--- src/source/mem_bus_pkg.sv ---
`default_nettype none

package mem_bus_pkg;

	typedef enum logic [2:0] {
		REG_NONE,
		REG_ROM,
		REG_VRAM,
		REG_XRAM,
		REG_WRAM,
		REG_OAM,
		REG_IO,
		REG_HRAM
	} region_t;

	typedef logic [15:0] addr_t;
	typedef logic [7:0] data_t;

	localparam addr_t ROM_BASE = 16'h0000;
	localparam addr_t ROM_LIMIT = 16'h7fff;
	localparam addr_t VRAM_BASE = 16'h8000;
	localparam addr_t VRAM_LIMIT = 16'h9fff;
	localparam addr_t XRAM_BASE = 16'ha000;
	localparam addr_t XRAM_LIMIT = 16'hbfff;
	localparam addr_t WRAM_BASE = 16'hc000;
	localparam addr_t WRAM_LIMIT = 16'hdfff;
	localparam addr_t ECHO_BASE = 16'he000;   // Mirrors work RAM
	localparam addr_t ECHO_LIMIT = 16'hfdff;
	localparam addr_t OAM_BASE = 16'hfe00;
	localparam addr_t OAM_LIMIT = 16'hfe9f;
	localparam addr_t IO_BASE = 16'hff00;
	localparam addr_t IO_LIMIT = 16'hff7f;
	localparam addr_t HRAM_BASE = 16'hff80;
	localparam addr_t HRAM_LIMIT = 16'hfffe;
	localparam addr_t IE_ADDR = 16'hffff;     // Interrupt enable sits above HRAM

	localparam int VRAM_WORDS = 8192;
	localparam int OAM_BYTES = 160;
	localparam int HRAM_BYTES = 127;

	localparam addr_t DMA_REG_ADDR = 16'hff46;
	localparam data_t OPEN_BUS = 8'hff;

	localparam int NUM_MASTERS = 3;
	localparam int M_CPU = 0;
	localparam int M_DMA = 1;
	localparam int M_PPU = 2;

endpackage

`default_nettype wire

--- src/source/cpu_read_mux.sv ---
`default_nettype none

module cpu_read_mux (
	input logic gbclk,
	input logic arst_n,
	input mem_bus_pkg::region_t cpu_region,
	input logic cpu_rd,
	input logic cpu_granted,
	input mem_bus_pkg::region_t dma_region,
	input logic ppu_need_oam,
	input mem_bus_pkg::data_t vram_rdata,
	input mem_bus_pkg::data_t oam_rdata,
	input mem_bus_pkg::data_t hram_rdata,
	input mem_bus_pkg::data_t ext_rdata,
	output mem_bus_pkg::data_t cpu_rdata,
	output mem_bus_pkg::data_t dma_rdata,
	output mem_bus_pkg::data_t ppu_rdata
);

	mem_bus_pkg::region_t cpu_sel;
	mem_bus_pkg::region_t dma_sel;
	logic ppu_oam_sel;

	always_ff @(posedge gbclk or negedge arst_n) begin
		if (!arst_n) begin
			cpu_sel <= mem_bus_pkg::REG_NONE;
			dma_sel <= mem_bus_pkg::REG_NONE;
			ppu_oam_sel <= 1'b0;
		end else begin
			cpu_sel <= (cpu_rd && cpu_granted) ? cpu_region : mem_bus_pkg::REG_NONE;
			dma_sel <= dma_region;   // Idle DMA decodes as none
			ppu_oam_sel <= ppu_need_oam;
		end
	end

	always_comb begin
		case (cpu_sel)
			mem_bus_pkg::REG_VRAM: cpu_rdata = vram_rdata;
			mem_bus_pkg::REG_OAM: cpu_rdata = oam_rdata;
			mem_bus_pkg::REG_HRAM: cpu_rdata = hram_rdata;
			mem_bus_pkg::REG_ROM,
			mem_bus_pkg::REG_XRAM,
			mem_bus_pkg::REG_WRAM: cpu_rdata = ext_rdata;
			default: cpu_rdata = mem_bus_pkg::OPEN_BUS;   // Dropped reads, I/O and holes
		endcase
	end

	always_comb begin
		case (dma_sel)
			mem_bus_pkg::REG_VRAM: dma_rdata = vram_rdata;
			mem_bus_pkg::REG_ROM,
			mem_bus_pkg::REG_XRAM,
			mem_bus_pkg::REG_WRAM: dma_rdata = ext_rdata;
			default: dma_rdata = mem_bus_pkg::OPEN_BUS;
		endcase
	end

	assign ppu_rdata = ppu_oam_sel ? oam_rdata : vram_rdata;

endmodule

`default_nettype wire

--- config.mk ---
export PLATFORM = sky130hd
export DESIGN_NAME = cpu_read_mux
export DESIGN_NICKNAME = d
export VERILOG_FILES = /design/src/source/mem_bus_pkg.sv /design/src/source/cpu_read_mux.sv
export SDC_FILE = /design/constraint.sdc
export NUM_CORES = 1
export LEC_CHECK = 0
export ABC_AREA = 1
export BUFFER_PORTS_ARGS = -buffer_cell sky130_fd_sc_hd__buf_2
export CORE_ASPECT_RATIO = 1.2
export CORE_UTILIZATION = 34
export DETAILED_ROUTE_END_ITERATION = 7
export PLACE_DENSITY = 0.83
export SLEW_MARGIN = 20
export SYNTH_ARGS = -nofsm -noshare
export SYNTH_HDL_FRONTEND = slang
export SYNTH_SLANG_ARGS = --single-unit
--- constraint.sdc ---
create_clock -name gbclk -period 0.96 [get_ports gbclk]
set_input_delay 0.048 -clock gbclk [delete_from_list [all_inputs] [get_ports gbclk]]
set_output_delay 0.048 -clock gbclk [all_outputs]
set_load 0.02 [all_outputs]
==> results.json <==
{
  "crit_arrival_ns": 1.42,
  "utilization_pct": 79.0,
  "timing.critical_path.fanout_max": 8,
  "gr-total-overflow": 0,
  "startpoint": "cpu_sel[2]$_DFF_PN0_",
  "drt_drc_violations_left": 0,
  "path_length_in_cells_of_the_critical_path": 5,
  "maxSlewViolCount": 0,
  "endpoint": "cpu_rdata[4]",
  "first_pass_grt_wire_length_um": 4550,
  "layout_area_growth_over_synthesis_pct": 114,
  "first_global_vias": 1203,
  "clkSinkCount": 7,
  "place.port_buffers": 66,
  "ys_ff_latch": 7,
  "synth_cells": 139,
  "max_slew.worst_pin.slew_ns": 0.238,
  "synthDistinctLibCells": 14,
  "cpMaxStageDelayCell": "dfrtp_2",
  "tritoncts": "built",
  "layout_commonest_cell": "buf_2",
  "ctsHtreeMaxLevel": 1,
  "die_x_um": 45.5,
  "cpPeakStageDelay_ns": 0.47,
  "fin_ws_ns": -0.511,
  "place.gp.congestion": 0.810,
  "fin_crit_sh_pct": 153,
  "setup_repair_after_global_routing_missed_its_margin": "true",
  "synth_top_cells_by_area": "dfrtp_1 23%, nand3_1 22%, nor2_1 17%",
  "num_vias": 1268,
  "synth_nets": 182,
  "required_worst_endpoint_ns": 0.91,
  "report.final.setup_viol": 24,
  "startpoint_type": "flip-flop",
  "clk_pin_slew_worst_paths_ns": 0.05,
  "timing.final.hold_violations": 0,
  "achievable-frequency_mhz": 680,
  "slew_headroom_pct": 84.1,
  "drive_above_1_share_pct": 60.7,
  "detail_route.iter0.violations": 25,
  "reported_leakage_power_nw": 0.824,
  "syn-mean-instance-area_um2": 5.56,
  "synth_warnings": 0,
  "final_total_power_mw": 1.37,
  "wirelength_um": 3380,
  "core_region_area_um2": 2090,
  "std_cell_rows": 18,
  "worst-setup-path-type": "flip-flop to output port",
  "die_y_um": 54.2,
  "ant_nets": 0,
  "wl_per_cell_um": 13.6,
  "post-synth-top-area-cell": "dfrtp_1",
  "grt_use_total_pct": 25.2,
  "initial_standard_cell_utilization_of_the_core_pct": 36.9,
  "failed_checks": "setup timing",
  "cts_root_buffer": "clkbuf_4",
  "crit_family": "simple AND/OR/NAND/NOR gates",
  "grt_start_max_net_pins": 10,
  "boundaryPins": 67,
  "dr.pass1.iters": 4,
  "commonest_non_fill_non_tap_cells_in_the_layout": "42 x buf_2, 26 x nor2_1, 22 x inv_1, 17 x nand3_2",
  "antenna_found_initial": 0,
  "cts.path.max_buffers": 2,
  "antennaDiodeCount": 0,
  "worst_hold_check_path_type": "input pin to flip-flop",
  "run_status": "complete, but fails checks",
  "synth_top_cell_area_share_pct": 22.7,
  "syn-cell-area_um2": 773,
  "finalWorstPathRequiredPeriod_ns": 1.47,
  "die_area_um2": 2470,
  "synth_sequential_area_ratio_pct": 22.7,
  "critical_path.n_buffers_inverters": 1,
  "worst_hold_path.num_cells": 3,
  "vdd_ir_drop_max_mv": 0.704,
  "cp-end-kind": "output port",
  "place_hpwl_um": 2110,
  "vias_per_cell": 5.09,
  "cts-buffers-inserted": 3,
  "cap_violations": 0,
  "num-nets-final": 263,
  "worstPathCellList": "nand3_2 > nor2_1 > nor2_1 > nand3_2 > buf_4",
  "power_density_cells_nw_per_um2": 826
}
-- state kept, by name (all words and copies together) (netlist names) --
| signal | cells |
|---|---|
| cpu_sel | 3 |
| dma_sel | 3 |
| ppu_oam_sel | 1 |
-- area by class of cell --
class | count | area [µm²]
Clock buffer | 4 | 26.3
Fill cell | 135 | 439
Inverter | 25 | 93.8
Multi-Input combinational cell | 106 | 759
Sequential cell | 7 | 179
Tap cell | 30 | 37.5
Timing Repair Buffer | 77 | 559
-- report_power, final --
part / switching, mW / internal [mW]
Combinational: 0.427 / 0.351
Clock: 0.0985 / 0.158
Sequential: 0.0219 / 0.310
-- synthesized netlist by cell type --
library cell / count
a21oi_1: 8
nand2_4: 2
clkbuf_2: 1
inv_2: 1
nor2_1: 35
o21ai_0: 8
nand2_1: 14
buf_2: 1
nor3_4: 1
inv_1: 24
nand2_2: 2
a21oi_2: 1
dfrtp_1: 7
nand3_1: 34
-- per-stage QoR --
stage	cell area [µm²]	hold slack [ns]	std cells	setup slack, ns	TNS [ns]
2_1_floorplan	902	-0.248	139	-0.120	-1.20
3_3_place_gp	1290	-0.119	236	-0.205	-2.81
3_5_place_dp	1290	-0.117	236	-0.204	-2.90
4_1_cts	1570	0.00142	248	-0.421	-8.79
5_1_grt	1660	0.0113	249	-0.635	-10.53
6_report	1660	0.0128	249	-0.511	-8.70
-- how the worst min path moves through the flow --
stage	from	end	slack [ns]
3_3_place_gp	arst_n	dma_sel[1]$_DFF_PN0_	-0.12
4_1_cts	cpu_region[0]	cpu_sel[0]$_DFF_PN0_	0.001
3_5_place_dp	arst_n	dma_sel[0]$_DFF_PN0_	-0.12
5_1_grt	cpu_region[2]	cpu_sel[2]$_DFF_PN0_	0.01
2_1_floorplan	arst_n	cpu_sel[0]$_DFF_PN0_	-0.25
6_report	cpu_region[1]	cpu_sel[1]$_DFF_PN0_	0.01
-- cell families after synthesis --
family / count (synthesis) / synth area share (%)
AO/OA/AOI/OAI: 17 / 11.5
buffers and inverters: 27 / 13.4
AND/OR/NAND/NOR: 88 / 52.4
flip-flops: 7 / 22.7
-- metal layers --
layer / global-route usage [%] / part of all wire (%) / wire (µm)
met1: 23.3 / 37 / 1250
met3: 3.30 / 8.1 / 273
met4: 11.6 / 2.0 / 68
met2: 52.1 / 53 / 1790
met5: 0 / 0 / 0
-- repair_timing --
item / 4_1_cts / 5_1_grt
gates resized for setup: 54 / 23
endpoints found under the setup margin: 24 / 24
hold endpoints to repair: 11 / 1
gates cloned: 2 / 0
setup buffers: 1 / 1
hold buffers: 5 / 1
pin swaps: 4 / 8
Power figures use the tool's default switching activity.
