[src/source/mem_bus_pkg.sv]
`default_nettype none

package mem_bus_pkg;

	typedef enum logic [2:0] {
		REG_NONE,
		REG_ROM,
		REG_VRAM,
		REG_XRAM,
		REG_WRAM,
		REG_OAM,
		REG_IO,
		REG_HRAM
	} region_t;

	typedef logic [15:0] addr_t;
	typedef logic [7:0] data_t;

	localparam addr_t ROM_BASE = 16'h0000;
	localparam addr_t ROM_LIMIT = 16'h7fff;
	localparam addr_t VRAM_BASE = 16'h8000;
	localparam addr_t VRAM_LIMIT = 16'h9fff;
	localparam addr_t XRAM_BASE = 16'ha000;
	localparam addr_t XRAM_LIMIT = 16'hbfff;
	localparam addr_t WRAM_BASE = 16'hc000;
	localparam addr_t WRAM_LIMIT = 16'hdfff;
	localparam addr_t ECHO_BASE = 16'he000;   // Mirrors work RAM
	localparam addr_t ECHO_LIMIT = 16'hfdff;
	localparam addr_t OAM_BASE = 16'hfe00;
	localparam addr_t OAM_LIMIT = 16'hfe9f;
	localparam addr_t IO_BASE = 16'hff00;
	localparam addr_t IO_LIMIT = 16'hff7f;
	localparam addr_t HRAM_BASE = 16'hff80;
	localparam addr_t HRAM_LIMIT = 16'hfffe;
	localparam addr_t IE_ADDR = 16'hffff;     // Interrupt enable sits above HRAM

	localparam int VRAM_WORDS = 8192;
	localparam int OAM_BYTES = 160;
	localparam int HRAM_BYTES = 127;

	localparam addr_t DMA_REG_ADDR = 16'hff46;
	localparam data_t OPEN_BUS = 8'hff;

	localparam int NUM_MASTERS = 3;
	localparam int M_CPU = 0;
	localparam int M_DMA = 1;
	localparam int M_PPU = 2;

endpackage

`default_nettype wire

[src/source/bus_req_if.sv]
`default_nettype none

interface bus_req_if;

	mem_bus_pkg::addr_t addr;
	logic rd;
	logic wr;
	mem_bus_pkg::data_t wdata;
	mem_bus_pkg::region_t region;

	modport master (
		output addr, rd, wr, wdata
	);

	modport decoder (
		input addr, rd, wr,
		output region
	);

	modport steer (
		input addr, rd, wr, wdata, region
	);

endinterface

`default_nettype wire

[src/source/oam_dma.sv]
`default_nettype none

module oam_dma (
	input logic gbclk,
	input logic arst_n,
	bus_req_if.steer cpu,
	bus_req_if.master dma,
	output logic [7:0] oam_index,
	output logic dma_active
);

	logic [7:0] page;
	logic [7:0] cnt;
	logic start;
	logic last;

	assign start = cpu.wr && cpu.addr == mem_bus_pkg::DMA_REG_ADDR;
	assign last = cnt == 8'(mem_bus_pkg::OAM_BYTES);   // Only flushes the final write

	always_ff @(posedge gbclk or negedge arst_n) begin
		if (!arst_n) begin
			dma_active <= 1'b0;
			cnt <= '0;
			oam_index <= '0;
		end else begin
			oam_index <= cnt;   // Write side trails the read by one cycle
			if (start) begin
				dma_active <= 1'b1;
				cnt <= '0;
			end else if (dma_active) begin
				if (last) begin
					dma_active <= 1'b0;
				end else begin
					cnt <= cnt + 8'd1;
				end
			end
		end
	end

	always_ff @(posedge gbclk) begin
		if (start) begin
			page <= cpu.wdata;
		end
	end

	// The engine only ever reads its source
	assign dma.addr = {page, cnt};
	assign dma.rd = dma_active;
	assign dma.wr = 1'b0;
	assign dma.wdata = '0;

endmodule

`default_nettype wire

[src/flat_wrapper.sv]
// flat-port wrapper written by rule: the top's interface ports become plain ports
module oam_dma_flat 
  (gbclk, arst_n, oam_index, dma_active, cpu_addr, cpu_rd, cpu_wr, cpu_wdata, cpu_region, dma_addr, dma_rd, dma_wr, dma_wdata);
  bus_req_if cpu_i ();
  bus_req_if dma_i ();
  input logic gbclk;
  input logic arst_n;
  output logic [7:0] oam_index;
  output logic dma_active;
  input wire logic [$bits(cpu_i.addr)-1:0] cpu_addr;
  input wire logic [$bits(cpu_i.rd)-1:0] cpu_rd;
  input wire logic [$bits(cpu_i.wr)-1:0] cpu_wr;
  input wire logic [$bits(cpu_i.wdata)-1:0] cpu_wdata;
  input wire logic [$bits(cpu_i.region)-1:0] cpu_region;
  output wire logic [$bits(dma_i.addr)-1:0] dma_addr;
  output wire logic [$bits(dma_i.rd)-1:0] dma_rd;
  output wire logic [$bits(dma_i.wr)-1:0] dma_wr;
  output wire logic [$bits(dma_i.wdata)-1:0] dma_wdata;
  assign cpu_i.addr = cpu_addr;
  assign cpu_i.rd = cpu_rd;
  assign cpu_i.wr = cpu_wr;
  assign cpu_i.wdata = cpu_wdata;
  assign cpu_i.region = cpu_region;
  assign dma_addr = dma_i.addr;
  assign dma_rd = dma_i.rd;
  assign dma_wr = dma_i.wr;
  assign dma_wdata = dma_i.wdata;
  oam_dma u_core (.gbclk(gbclk), .arst_n(arst_n), .cpu(cpu_i), .dma(dma_i), .oam_index(oam_index), .dma_active(dma_active));
endmodule
[config.mk]
export PLATFORM = sky130hd
export DESIGN_NAME = oam_dma_flat
export DESIGN_NICKNAME = d
export VERILOG_FILES = /design/src/source/mem_bus_pkg.sv /design/src/source/bus_req_if.sv /design/src/source/oam_dma.sv /design/src/flat_wrapper.sv
export SDC_FILE = /design/constraint.sdc
export NUM_CORES = 1
export LEC_CHECK = 0
export BUFFER_PORTS_ARGS = -buffer_cell sky130_fd_sc_hd__buf_2
export CAP_MARGIN = 5
export CORE_MARGIN = 5
export CORE_UTILIZATION = 37
export DETAILED_ROUTE_END_ITERATION = 8
export GPL_ROUTABILITY_DRIVEN = 0
export PLACE_DENSITY_LB_ADDON = 0.25
export SLEW_MARGIN = 20
export SYNTH_ARGS = -nofsm -noshare
export SYNTH_HDL_FRONTEND = slang
export SYNTH_SLANG_ARGS = --single-unit
[constraint.sdc]
create_clock -name gbclk -period 1.7 [get_ports gbclk]
set_clock_uncertainty 0.2 [all_clocks]
set_input_delay 0.34 -clock gbclk [delete_from_list [all_inputs] [get_ports gbclk]]
set_output_delay 0.34 -clock gbclk [all_outputs]
set_load 0.01 [all_outputs]
==> results.yml <==
run_status:
  outcome: "finished, violations left"
  violations: "setup timing"
job:
  cap_violations: 0
layout:
  drive_gt1_share_pct: 49.0
  synthToLayoutAreaGrowth_pct: 48.1
  layout.nets: 185
  nFillCells: 244
  antennaDiodeCount: 0
  layout.cells.non_filler: 182
global_route:
  grt.busiest_layer: "met2"
  grt_pass1_wl_mm: 3.85
  grt.met3_usage_pct: 3.06
  gr-usage-met2_pct: 21.8
  grt_usage_pct: 12.0
  grt_pass1_vias: 876
  use_met1_pct: 12.8
  grt_max_degree: 18
  antenna_found_initial: 0
  overflow: 0
routing:
  drt-total-wl_mm: 2.22
  drt-initial-drc-count: 16
  drtPass1Iterations: 4
  vias_per_cell: 4.49
  num_vias: 817
  drtAntennaViolNets: 0
  drc: 0
  wl_per_cell_microns: 12.2
synthesis:
  syn-cell-area_sq_mm: 0.00103
  synth_area_per_cell_sq_um: 13.4
  synth-seq-area-share_pct: 64.5
  synth_top_area_share_pct: 41.2
  yosys.area.top_type: "dfrtp_1"
  ys_warn_count: 0
  ys_ff_latch: 25
  synth-edff-count: 8
  netlist_instances: 77
  synthArstFlopShare_pct: 68.0
  synth.top_cells.by_area: "dfrtp_1 41%, edfxtp_1 23%, buf_4 7.3%"
  synth_common_cells: "17 x dfrtp_1, 10 x buf_4, 10 x nor2_1"
  post-synth-top-count-cell: "dfrtp_1"
  synthFlopType: "dfrtp_1"
  ys_types: 21
pwr:
  switching_power_uw: 374
  ir_worst_vdd_uv: 611
  p_leak_uw: 0.000721
  combinationalPowerShare_pct: 26.9
  switching_share_pct: 28.1
  powerDensity_mw_per_mm2: 870
  clock_power_share_pct: 19.1
  power_frac_seq_pct: 54.0
  internal_power_uw: 957
timing:
  period_needed_ns: 1.74
  drv_slew: 0
  period_share_pct: 103
  fmax_mhz: 573
  worst_slack_ns: -0.0443
  setup_viol: 17
  hold_violations: 0
  whs_ns: 0.262
  rsz0062_at_grt: "yes"
place:
  io_buffer_count: 52
  placed_cells: 169
  dpl.hpwl_mm: 1.68
setup_path:
  crit_chain: "buf_6, or4b_4, nor4_2, and4bb_1, buf_12"
  critical_path_arrival_ns: 1.59
  crit_path_start: "cpu_addr[5]"
  path_delay_family: "simple AND/OR/NAND/NOR gates"
  worstReg2RegEnd: "u_core.cnt[1]$_DFFE_PN0P_"
  start_kind: "input port"
  required_ns: 1.54
  r2r_start: "u_core.cnt[4]$_DFFE_PN0P_"
  critPathBufInv: 2
  rrSetupSlack_ns: -0.02
  ff2ff_path_depth: 4
  critical-path-slowest-cell: "or4b_4"
  cp_slowest_stage_delay_ns: 0.52
  critical_path_class: "in2reg"
  crit_path_max_fanout: 9
  cp-end-kind: "register"
die:
  die_height_microns: 62.8
  die-area_sq_mm: 0.00395
  io_pins: 66
  core_sq_mm: 0.00271
  start_util_pct: 38.1
  fp-row-count: 19
  die_w_microns: 62.8
clocking:
  clockBufferDepth: 2
  cts_root_buf: "clkbuf_4"
  htree_levels: 1
  clkLatencyLatePin_ns: 0.31
  postCtsSetupRepairBufs: 0
  clk_transition_reported_paths_ns: 0.13
  cts_tree: "built"
  numCtsBuffers: 3
  clkSinkCount: 25
min_path:
  hp-class: "in2async"
[metrics by stage]
step                setup WS, ns  util, %  cell area (sq um)  TNS [ns]  power (uW)
global placement          -0.373     51.3               1390     -6.17        1060
floorplan                 -0.244        -               1060     -2.98         889
CTS                      -0.0457     56.0               1520    -0.604        1350
finish                   -0.0443     56.4               1530    -0.657        1330
global route              -0.122     56.4               1530     -1.55        1410
detailed placement        -0.395     51.3               1390     -6.58        1060
[layout by cell type (no fill, tap or decap), types with 2 or more instances in the layout]
master / netlist / layout
clkbuf_4: 0 / 3
buf_2: 0 / 51
buf_12: 0 / 2
nand2b_1: 2 / 2
xor2_1: 2 / 2
xnor2_1: 4 / 4
dlygate4sd3_1: 0 / 9
conb_1: 1 / 9
nand4_1: 6 / 6
nand2_1: 4 / 3
nor2_1: 10 / 10
buf_4: 10 / 10
dfrtp_1: 17 / 17
ha_1: 2 / 2
edfxtp_1: 8 / 8
[cell type report]
type	count	area, sq um	share of cell area, %
sequential	25	666	43.5
timing repair buffer	73	472	30.9
multi-input combinational	47	318	20.8
tap	31	38.8	2.54
inverter	2	7.51	0.491
clock buffer	3	22.5	1.47
clock inverter	1	5.00	0.327
[kinds of logic after synthesis]
group	Yosys count	share of synthesized area (%)
multiplexers	1	0.970
other	1	0.363
adder cells (fa/ha/maj)	2	2.42
flip-flops	25	64.5
AO/OA/AOI/OAI	2	3.52
XOR/XNOR	6	5.09
buffers and inverters	13	9.09
AND/OR/NAND/NOR	27	14.1
[per-layer routing]
layer | wire [microns] | share of wire (%) | up-vias
li1 | - | - | 394
met1 | 807 | 36 | 380
met2 | 1150 | 52 | 41
met3 | 229 | 10 | 2
met4 | 34 | 1.5 | 0
met5 | 0 | 0 | -
[how the worst max path moves through the flow]
stage | endpoint | slack (ns) | cells past startpoint
floorplan | u_core.page[0]$_DFFE_PP_ | -0.24 | 4
global placement | u_core.page[1]$_DFFE_PP_ | -0.37 | 5
CTS | u_core.cnt[1]$_DFFE_PN0P_ | -0.05 | 4
finish | u_core.page[2]$_DFFE_PP_ | -0.04 | 5
global route | u_core.cnt[1]$_DFFE_PN0P_ | -0.12 | 4
detailed placement | u_core.page[4]$_DFFE_PP_ | -0.40 | 5
[what timing repair did]
item	4_1_cts	5_1_grt
pin swaps	0	0
hold buffers	9	0
gates resized for setup	2	4
hold endpoints to repair	25	0
setup endpoints to repair	17	17
[flip-flops by register name (all words and copies together) (netlist names)]
signal	cells
u_core.page	8
u_core.dma.rd	1
u_core.oam_index	8
u_core.cnt	8
[worst reg2reg max path, cell delays in order, from the launching register on]
cell and delay [ns]:
dfrtp_1 0.41, or3b_4 0.41, o41ai_4 0.34, mux2i_1 0.23
nor2_1 0.05
[power groups by stage]
stage          Clock [uW]  Combinational, uW  Sequential, uW
3_3_place_gp            0                325             731
4_1_cts               268                363             720
3_5_place_dp            0                332             731
2_1_floorplan           0               89.2             800
6_report              254                358             718
5_1_grt               295                392             725
(Power assumes the default switching activity.)
