### src/source/mem_bus_pkg.sv
`default_nettype none

package mem_bus_pkg;

	typedef enum logic [2:0] {
		REG_NONE,
		REG_ROM,
		REG_VRAM,
		REG_XRAM,
		REG_WRAM,
		REG_OAM,
		REG_IO,
		REG_HRAM
	} region_t;

	typedef logic [15:0] addr_t;
	typedef logic [7:0] data_t;

	localparam addr_t ROM_BASE = 16'h0000;
	localparam addr_t ROM_LIMIT = 16'h7fff;
	localparam addr_t VRAM_BASE = 16'h8000;
	localparam addr_t VRAM_LIMIT = 16'h9fff;
	localparam addr_t XRAM_BASE = 16'ha000;
	localparam addr_t XRAM_LIMIT = 16'hbfff;
	localparam addr_t WRAM_BASE = 16'hc000;
	localparam addr_t WRAM_LIMIT = 16'hdfff;
	localparam addr_t ECHO_BASE = 16'he000;   // Mirrors work RAM
	localparam addr_t ECHO_LIMIT = 16'hfdff;
	localparam addr_t OAM_BASE = 16'hfe00;
	localparam addr_t OAM_LIMIT = 16'hfe9f;
	localparam addr_t IO_BASE = 16'hff00;
	localparam addr_t IO_LIMIT = 16'hff7f;
	localparam addr_t HRAM_BASE = 16'hff80;
	localparam addr_t HRAM_LIMIT = 16'hfffe;
	localparam addr_t IE_ADDR = 16'hffff;     // Interrupt enable sits above HRAM

	localparam int VRAM_WORDS = 8192;
	localparam int OAM_BYTES = 160;
	localparam int HRAM_BYTES = 127;

	localparam addr_t DMA_REG_ADDR = 16'hff46;
	localparam data_t OPEN_BUS = 8'hff;

	localparam int NUM_MASTERS = 3;
	localparam int M_CPU = 0;
	localparam int M_DMA = 1;
	localparam int M_PPU = 2;

endpackage

`default_nettype wire

### src/source/bus_req_if.sv
`default_nettype none

interface bus_req_if;

	mem_bus_pkg::addr_t addr;
	logic rd;
	logic wr;
	mem_bus_pkg::data_t wdata;
	mem_bus_pkg::region_t region;

	modport master (
		output addr, rd, wr, wdata
	);

	modport decoder (
		input addr, rd, wr,
		output region
	);

	modport steer (
		input addr, rd, wr, wdata, region
	);

endinterface

`default_nettype wire

### src/source/region_decoder.sv
`default_nettype none

module region_decoder (
	bus_req_if.decoder req
);

	mem_bus_pkg::addr_t a;
	logic in_wram;
	logic in_io;

	assign a = req.addr;

	assign in_wram = (a >= mem_bus_pkg::WRAM_BASE && a <= mem_bus_pkg::WRAM_LIMIT) ||
		(a >= mem_bus_pkg::ECHO_BASE && a <= mem_bus_pkg::ECHO_LIMIT);

	assign in_io = (a >= mem_bus_pkg::IO_BASE && a <= mem_bus_pkg::IO_LIMIT) ||
		a == mem_bus_pkg::IE_ADDR;

	always_comb begin
		req.region = mem_bus_pkg::REG_NONE;   // Idle cycles decode as nothing

		if (req.rd || req.wr) begin
			if (a >= mem_bus_pkg::ROM_BASE && a <= mem_bus_pkg::ROM_LIMIT) begin
				req.region = mem_bus_pkg::REG_ROM;
			end else if (a >= mem_bus_pkg::VRAM_BASE && a <= mem_bus_pkg::VRAM_LIMIT) begin
				req.region = mem_bus_pkg::REG_VRAM;
			end else if (a >= mem_bus_pkg::XRAM_BASE && a <= mem_bus_pkg::XRAM_LIMIT) begin
				req.region = mem_bus_pkg::REG_XRAM;
			end else if (in_wram) begin
				req.region = mem_bus_pkg::REG_WRAM;
			end else if (a >= mem_bus_pkg::OAM_BASE && a <= mem_bus_pkg::OAM_LIMIT) begin
				req.region = mem_bus_pkg::REG_OAM;
			end else if (in_io) begin
				req.region = mem_bus_pkg::REG_IO;
			end else if (a >= mem_bus_pkg::HRAM_BASE && a <= mem_bus_pkg::HRAM_LIMIT) begin
				req.region = mem_bus_pkg::REG_HRAM;
			end
		end
	end

endmodule

`default_nettype wire

### src/flat_wrapper.sv
// flat-port wrapper written by rule: the top's interface ports become plain ports
module region_decoder_flat 
  (req_addr, req_rd, req_wr, req_region);
  bus_req_if req_i ();
  input wire logic [$bits(req_i.addr)-1:0] req_addr;
  input wire logic [$bits(req_i.rd)-1:0] req_rd;
  input wire logic [$bits(req_i.wr)-1:0] req_wr;
  output wire logic [$bits(req_i.region)-1:0] req_region;
  assign req_i.addr = req_addr;
  assign req_i.rd = req_rd;
  assign req_i.wr = req_wr;
  assign req_region = req_i.region;
  region_decoder u_core (.req(req_i));
endmodule
### config.mk
export PLATFORM = sky130hd
export DESIGN_NAME = region_decoder_flat
export DESIGN_NICKNAME = d
export VERILOG_FILES = /design/src/source/mem_bus_pkg.sv /design/src/source/bus_req_if.sv /design/src/source/region_decoder.sv /design/src/flat_wrapper.sv
export SDC_FILE = /design/constraint.sdc
export NUM_CORES = 1
export LEC_CHECK = 0
export ABC_CLOCK_PERIOD_IN_PS = 800
export BUFFER_PORTS_ARGS = -buffer_cell sky130_fd_sc_hd__buf_2
export CAP_MARGIN = 5
export CELL_PAD_IN_SITES_DETAIL_PLACEMENT = 1
export CELL_PAD_IN_SITES_GLOBAL_PLACEMENT = 1
export CORE_AREA = 2 2 39 41
export DETAILED_ROUTE_END_ITERATION = 10
export DIE_AREA = 0 0 41 43
export PLACE_DENSITY = 0.53
export SYNTH_ARGS = -nofsm -noshare
export SYNTH_HDL_FRONTEND = slang
export SYNTH_SLANG_ARGS = --single-unit
### constraint.sdc
create_clock -name vclk -period 0.8
set_clock_uncertainty 0.2 [all_clocks]
set_input_delay 0.12 -clock vclk [all_inputs]
set_output_delay 0.12 -clock vclk [all_outputs]
set_load 0.05 [all_outputs]
==> run metrics, run 1 <==
status finished, violations left; mux cell area share after synthesis 0%; Synth top area share 13.13%; RSZ-0062 raised after global routing yes; period utilisation layout 166.3%; synth unique cells 15; Finished Cell Area 410.4 µm²; Max FO, Critical Path 3; top cells by count, synth 2 x inv_1, 2 x nand4_1; Hold WC Path Type in -> out; Initial Util 8.951%; cell row count 14; CP Cell Sequence buf_6, and3_4, nand2_4, o41ai_4, buf_6; XOR/XNOR Fraction of Synth Area 0%; Iteration-0 DRC Markers 1; final worst path period need 1330 ps; num sequential 0; Slew Limit Fails 0; peak supply drop 0.2145 mV; I/O pins 21; clock buffers 0; sequential area share after synthesis 0%; WP data required 480 ps; slowest CP cell o41ai_4; crit-path leading delay family compound AO/OA/AOI/OAI gates; Critical Path AT 1010 ps; Vias 259; Compound-Gate Fraction of Synth Area 50.51%; first-pass GRT wire length 938 µm; Synthesized Nets 35; DIE WIDTH 41 µm; largest net degree at the start of global routing 5; layout cell share with drive strength beyond 1 80.43%; Port-buffer cells 21; initial antenna violation count 0; area of the core 0.001384 mm²; Post-DRT Antenna Nets 0; max_cap viols 0; type of origin of the critical path primary input; DR vias/cell 4.177; vias in the first global route 258; Worst path max stage delay 360 ps; grt total ovfl 0; Die Ht 43 µm; power per standard cell area 542.5 mW/mm²; relative slew slack 78.74%; CP bufs+invs 2; Syn Area/Cell 7.286 µm²; diode count 0; Total GRT Usage 7.193%; Final Hold Viols 0; placer congestion estimate 0.5850; Layout Nets 66; CP most frequent cell buf_6; placed standard-cell area 339.1 µm²; LEAKAGE 0.1938 nW; failing checks negative setup slack; CP Capture Type output pin; Setup WS post-layout -530.1 ps; P&R area growth vs syn 231.3%; WL final 599 µm; Synth area leaders o41ai_2 13%, nand4_1 10%, and3_4 9.1%; Yosys top cell by area o41ai_2; setup violators final 3; first drt pass iteration count 3; FF+latch area 0 µm²; CP Class in -> out; Mapped Area 123.9 µm²; Power Total 0.2226 mW; DRC viols 0; die area 0.001763 mm²; HPWL after detailed placement 521.2 µm; f_max 751.8 MHz; Synth Instances 17; largest family of logic cells by synthesized area compound AO/OA/AOI/OAI gates; post-synthesis simple-gate area fraction 43.43%; Worst-Margin Slew 318.9 ps; adder-cell area share of the yosys netlist 0%; DR WL/cell 9.661 µm; Yosys warnings 0
[tightest hold or removal path: cells and delay by family]
kind / cells / cell delay, ps
buffers and inverters: 3 / 350
AOI/OAI and AO/OA: 1 / 40
[final cells by class]
| cell class | instances | area, µm² |
|---|---|---|
| repair buffers | 29 | 209.0 |
| inverters | 2 | 7.507 |
| multi-input cells | 15 | 173.9 |
| fillers | 176 | 973.4 |
| well taps | 16 | 20.02 |
[power by group]
part / internal (mW) / switching [mW]
clock: 0 / 0
combinational: 0.119 / 0.104
sequential: 0 / 0
[worst paths after layout]
kind                startpoint       endpoint  depth (start not counted)
setup / recovery  req_addr[11]  req_region[0]                          5
hold / removal    req_addr[14]  req_region[2]                          4
[layout by cell type (no fill, tap or decap), types with 2 or more instances in the layout]
master	count
buf_4	8
inv_1	2
nand4_1	2
buf_6	7
buf_2	14
[per-layer routing]
layer | vias up | track usage (%) | share of wire (%)
li1 | 129 | - | -
met2 | 17 | 13.13 | 46
met3 | 0 | 0.5236 | 13
met5 | - | 0 | 0
met4 | 0 | 0 | 0
met1 | 113 | 9.177 | 41
[repair_timing]
item                                    in CTS  in global routing
resized for setup                           11                  0
hold buffers                                 0                  0
endpoints found under the setup margin       3                  3
setup buffers                                1                  2
pin swaps                                    4                  2
[cell families (layout without fill, tap and decap cells)]
kind of cell | after synthesis | in the layout
AND/OR/NAND/NOR | 8 | 8
buffers and inverters | 2 | 31
AO/OA/AOI/OAI | 7 | 7
[metrics by stage]
step                std cells  util, %  worst slack, ps  hold WS, ps  setup TNS, ps
floorplan                  17        -           -637.6        139.0          -1405
global placement           59    24.50           -659.1        494.1          -1661
detailed placement         59    24.50           -664.0        489.4          -1672
CTS                        60    28.57           -538.3        437.2          -1355
global route               62    29.66           -574.8        455.3          -1531
finish                     62    29.66           -530.1        431.9          -1411
(Power assumes the default switching activity.)
==> run 2, diff against run 1 <==
- ABC_CLOCK_PERIOD_IN_PS: 800 -> 1400
- PLACE_DENSITY: 0.53 -> 0.51
- clock period: 0.8 -> 1.4 ns (I/O delays scaled with it)
==> run metrics, run 2 (synthesis gave the netlist of run 1 again) <==
status finished, violations left; failing checks negative setup slack; clock buffers 0 (unchanged); first drt pass iteration count 1 (-2); DRC viols 0 (unchanged); Hold Path Sink req_region[2]; max_cap viols 0 (unchanged); CP most frequent cell buf_6; grt total ovfl 0 (unchanged); Total GRT Usage 7.193% (unchanged); Hold Startpoint req_addr[14]; Setup WS post-layout -82.38 ps (+447.7 ps); num sequential 0 (unchanged); RSZ-0062 raised after global routing yes; Worst path max stage delay 340 ps (-20 ps); area of the core 0.001384 mm² (unchanged); type of origin of the critical path primary input; P&R area growth vs syn 219.2%; HPWL after detailed placement 553.4 µm (+6.2%); slowest CP cell o41ai_4; diode count 0 (unchanged); WP data required 990 ps (+510 ps); Fin Hold WS 616.0 ps (+184.1 ps); DR vias/cell 4.117 (-1.5%); first-pass GRT wire length 938 µm (unchanged); Vias 247 (-4.6%); Worst-Margin Slew 338.4 ps (+19.41 ps); CP Class in -> out; Post-DRT Antenna Nets 0 (unchanged); Final Hold Viols 0 (unchanged); worst hold stages 4 (unchanged); Critical Path AT 1070 ps (+60 ps); crit path from req_addr[11]; peak supply drop 0.1028 mV (-52%); FF+latch area 0 µm² (unchanged); LEAKAGE 0.1864 nW (-3.8%); vias in the first global route 242 (-6.2%); setup violators final 2 (-1); WL final 632 µm (+5.5%); Port-buffer cells 21 (unchanged); final worst path period need 1482 ps; largest net degree at the start of global routing 5 (unchanged); layout cell share with drive strength beyond 1 77.27% (-3.2 points); initial antenna violation count 0 (unchanged); hold_buf cts 0 (unchanged); CP Capture Type output pin; DR WL/cell 10.53 µm (+9.0%); Fill cells 163 (-7.4%); Slew Limit Fails 0 (unchanged); I/O pins 21 (unchanged); placer congestion estimate 0.6000 (+2.6%); relative slew slack 77.29% (-1.4 points); die area 0.001763 mm² (unchanged); Iteration-0 DRC Markers 0 (-1); cell row count 14 (unchanged); Die Ht 43 µm (unchanged); DIE WIDTH 41 µm (unchanged); Initial Util 8.951% (unchanged); Hold WC Path Type in -> out; CP Cell Sequence buf_6, and3_4, nand2_4, o41ai_4, buf_6; f_max 674.6 MHz; Max FO, Critical Path 3 (unchanged); commonest non-fill, non-tap cell in the layout buf_2; pre-CTS WS -226.2 ps (+437.8 ps); power per standard cell area 313.3 mW/mm² (-42%); leading cell types in the layout, fill and taps excluded 14 x buf_2, 7 x buf_6, 5 x buf_4; Layout Nets 64 (-3.0%); period utilisation layout 105.9%
[run 2: cell count changes in the layout (fill, tap and decap cells not counted), sizes merged]
cell / before / now
buf: 29 / 27
[run 2: worst max path at each step]
stage               slack (ps)       endpoint  depth (start not counted)
floorplan                 -220  req_region[0]                          2
global placement          -220  req_region[0]                          4
detailed placement        -230  req_region[0]                          4
CTS                        -90  req_region[0]                          5
global route              -140  req_region[0]                          5
finish                     -80  req_region[0]                          5
[run 2: routing by layer]
metal | share of wire, % | GRT usage [%] | vias up | wire length [µm]
li1 | - | - | 125 | -
met1 | 42 | 9.494 | 103 | 265
met2 | 45 | 12.50 | 19 | 282
met3 | 13 | 1.047 | 0 | 84
met4 | 0 | 0 | 0 | 0
met5 | 0 | 0 | - | 0
[run 2: layout make-up]
class              count  area, µm²  share of cell area (%)
well taps             16      20.02                   5.063
inverters              2      7.507                   1.899
repair buffers        27      206.4                   52.22
multi-input cells     15      161.4                   40.82
[run 2: critical path, delay by kind of cell]
| family | cells | cell delay, ps |
|---|---|---|
| compound gates | 1 | 340 |
| buf+inv | 2 | 260 |
| simple gates | 2 | 250 |
[run 2: timing repair]
item | in CTS | in global routing
setup buffers | 1 | 0
setup endpoints to repair | 3 | 3
pin swaps | 5 | 1
resized for setup | 12 | 0
[run 2: per-stage QoR]
stage | cell area, µm² | TNS (ps) | std cells | power [mW] | util [%]
2_1_floorplan | 163.9 | -307.5 | 17 | 0.05345 | -
3_3_place_gp | 339.1 | -437.6 | 59 | 0.1067 | 24.50
3_5_place_dp | 339.1 | -454.4 | 59 | 0.1074 | 24.50
4_1_cts | 395.4 | -154.6 | 60 | 0.1255 | 28.57
5_1_grt | 395.4 | -241.5 | 60 | 0.1324 | 28.57
6_report | 395.4 | -141.8 | 60 | 0.1239 | 28.57
[run 2: power breakdown]
part           switching (mW)  leakage, nW  internal, mW
clock network               0            0             0
registers                   0            0             0
logic                  0.0571        0.186        0.0668
total                  0.0571        0.186        0.0668
==> run 3, diff against run 2 <==
--- a/config.mk
+++ b/config.mk
@@ -8,5 +8,5 @@
 export ABC_CLOCK_PERIOD_IN_PS = 1400
 export BUFFER_PORTS_ARGS = -buffer_cell sky130_fd_sc_hd__buf_2
-export CAP_MARGIN = 5
+export CAP_MARGIN = 10
 export CELL_PAD_IN_SITES_DETAIL_PLACEMENT = 1
 export CELL_PAD_IN_SITES_GLOBAL_PLACEMENT = 1
==> constraint.sdc (replaced) <==
create_clock -name vclk -period 1.4
set_clock_uncertainty 0.2 [all_clocks]
set_input_delay 0.21 -clock vclk [all_inputs]
set_output_delay 0.21 -clock vclk [all_outputs]
set_load 0.02 [all_outputs]
==> run metrics, run 3 (synthesis gave the netlist of run 1 again) <==
Worst path max stage delay 320 ps (-20 ps); CP Class in -> out; Layout Nets 60 (-6.3%); status finished, violations left; Die Ht 43 µm (unchanged); Critical Path AT 1040 ps (-30 ps); dpl cells 56 (-5.1%); DR WL/cell 12.93 µm (+23%); max_cap viols 0 (unchanged); DIE WIDTH 41 µm (unchanged); failing checks negative setup slack; period utilisation layout 103.4% (-2.5 points); type of origin of the critical path primary input; Post-DRT Antenna Nets 0 (unchanged); Final Hold Viols 0 (unchanged); vias in the first global route 240 (-0.83%); Total GRT Usage 8.691% (+1.5 points); RSZ-0062 raised after global routing yes; FF+latch area 0 µm² (unchanged); initial antenna violation count 0 (unchanged); clock buffers 0 (unchanged); Hold WC Path Type in -> out; Clk network pwr share 0% (unchanged); power per standard cell area 278.0 mW/mm² (-11%); Initial Util 8.951% (unchanged); peak supply drop 0.07835 mV (-24%); hold_buf cts 0 (unchanged); DRC viols 0 (unchanged); Flop pwr share 0% (unchanged); die area 0.001763 mm² (unchanged); commonest non-fill, non-tap cell in the layout buf_2; layout cell share with drive strength beyond 1 75.00% (-2.3 points); largest net degree at the start of global routing 5 (unchanged); first drt pass iteration count 1 (unchanged); WL final 724 µm (+15%); Iteration-0 DRC Markers 0 (unchanged); num sequential 0 (unchanged); placed standard-cell area 281.5 µm² (-17%); LEAKAGE 0.1600 nW (-14%); f_max 690.9 MHz (+2.4%); Fill cells 174 (+6.7%); pre-CTS WS -102.7 ps (+123.6 ps); area of the core 0.001384 mm² (unchanged); DR vias/cell 4.214 (+2.4%); final worst path period need 1447 ps (-34.92 ps); relative slew slack 78.64% (+1.4 points); Setup WS post-layout -47.46 ps (+34.92 ps); Port-buffer cells 21 (unchanged); combinational power share 100.0% (about the same); setup violators final 2 (unchanged); CP Capture Type output pin; sw frac 44.38% (-1.7 points); sw power 0.04123 mW (-28%); Worst-Margin Slew 317.0 ps (-21.33 ps); first-pass GRT wire length 1097 µm (+17%); diode count 0 (unchanged); Fin Hold WS 558.8 ps (-57.19 ps); Finished Cell Area 334.1 µm² (-16%); CP Cell Sequence buf_6, and3_4, nand2_4, o41ai_4, buf_4; Setup Total Neg Slack -86.16 ps (+55.61 ps); placer congestion estimate 0.7197 (+20%); final std cells w/o fill 56 (-6.7%); cell row count 14 (unchanged); slowest CP cell o41ai_4; Internal Power 0.05166 mW (-23%); leading cell types in the layout, fill and taps excluded 15 x buf_2, 5 x buf_6, 3 x buf_4; Vias 236 (-4.5%); post-CTS setup repair buffer count 0 (-1); grt total ovfl 0 (unchanged); Max FO, Critical Path 2 (-1); Slew Limit Fails 0 (unchanged); WP data required 990 ps (about the same); I/O pins 21 (unchanged); P&R area growth vs syn 169.7%
[run 3: routing by layer]
layer  track usage (%)  vias up  routed length (µm)
li1                  -      117                   -
met1             12.03       98                 286
met2             13.44       21                 309
met3             3.141        0                 128
met4                 0        0                   0
met5                 0        -                   0
[run 3: final cells by class]
class,instances,area [µm²],share of cell area [%]
Timing Repair Buffer,23,153.9,46.07
Multi-Input combinational cell,15,152.6,45.69
Inverter,2,7.507,2.247
Tap cell,16,20.02,5.993
[run 3: critical path, delay by kind of cell]
family                 cells  cell delay (ps)
buffers and inverters      2              250
AOI/OAI and AO/OA          1              320
and+or+nand+nor            2              250
[run 3: path summary, 6_finish.rpt]
check               startpoint       endpoint  slack, ps  cells after the start
setup / recovery   req_addr[9]  req_region[0]        -50                      5
hold / removal    req_addr[14]  req_region[1]        560                      3
[run 3: timing repair]
action                     CTS  global route
gates resized for setup      4             6
setup endpoints to repair    2             2
pin swaps                    3             3
[run 3: through the flow]
| step | utilization [%] | total power [mW] |
|---|---|---|
| after detailed placement | 20.34 | 0.07671 |
| final | 24.14 | 0.09289 |
| after floorplan | - | 0.03416 |
| after global routing | 24.14 | 0.1012 |
| after global placement | 20.34 | 0.07583 |
| after CTS | 21.70 | 0.08360 |
[run 3: power groups by stage]
| stage | Combinational [mW] | Clock [mW] | Sequential (mW) |
|---|---|---|---|
| CTS | 0.0836 | 0 | 0 |
| global placement | 0.0758 | 0 | 0 |
| global route | 0.101 | 0 | 0 |
| detailed placement | 0.0767 | 0 | 0 |
| finish | 0.0929 | 0 | 0 |
| floorplan | 0.0342 | 0 | 0 |
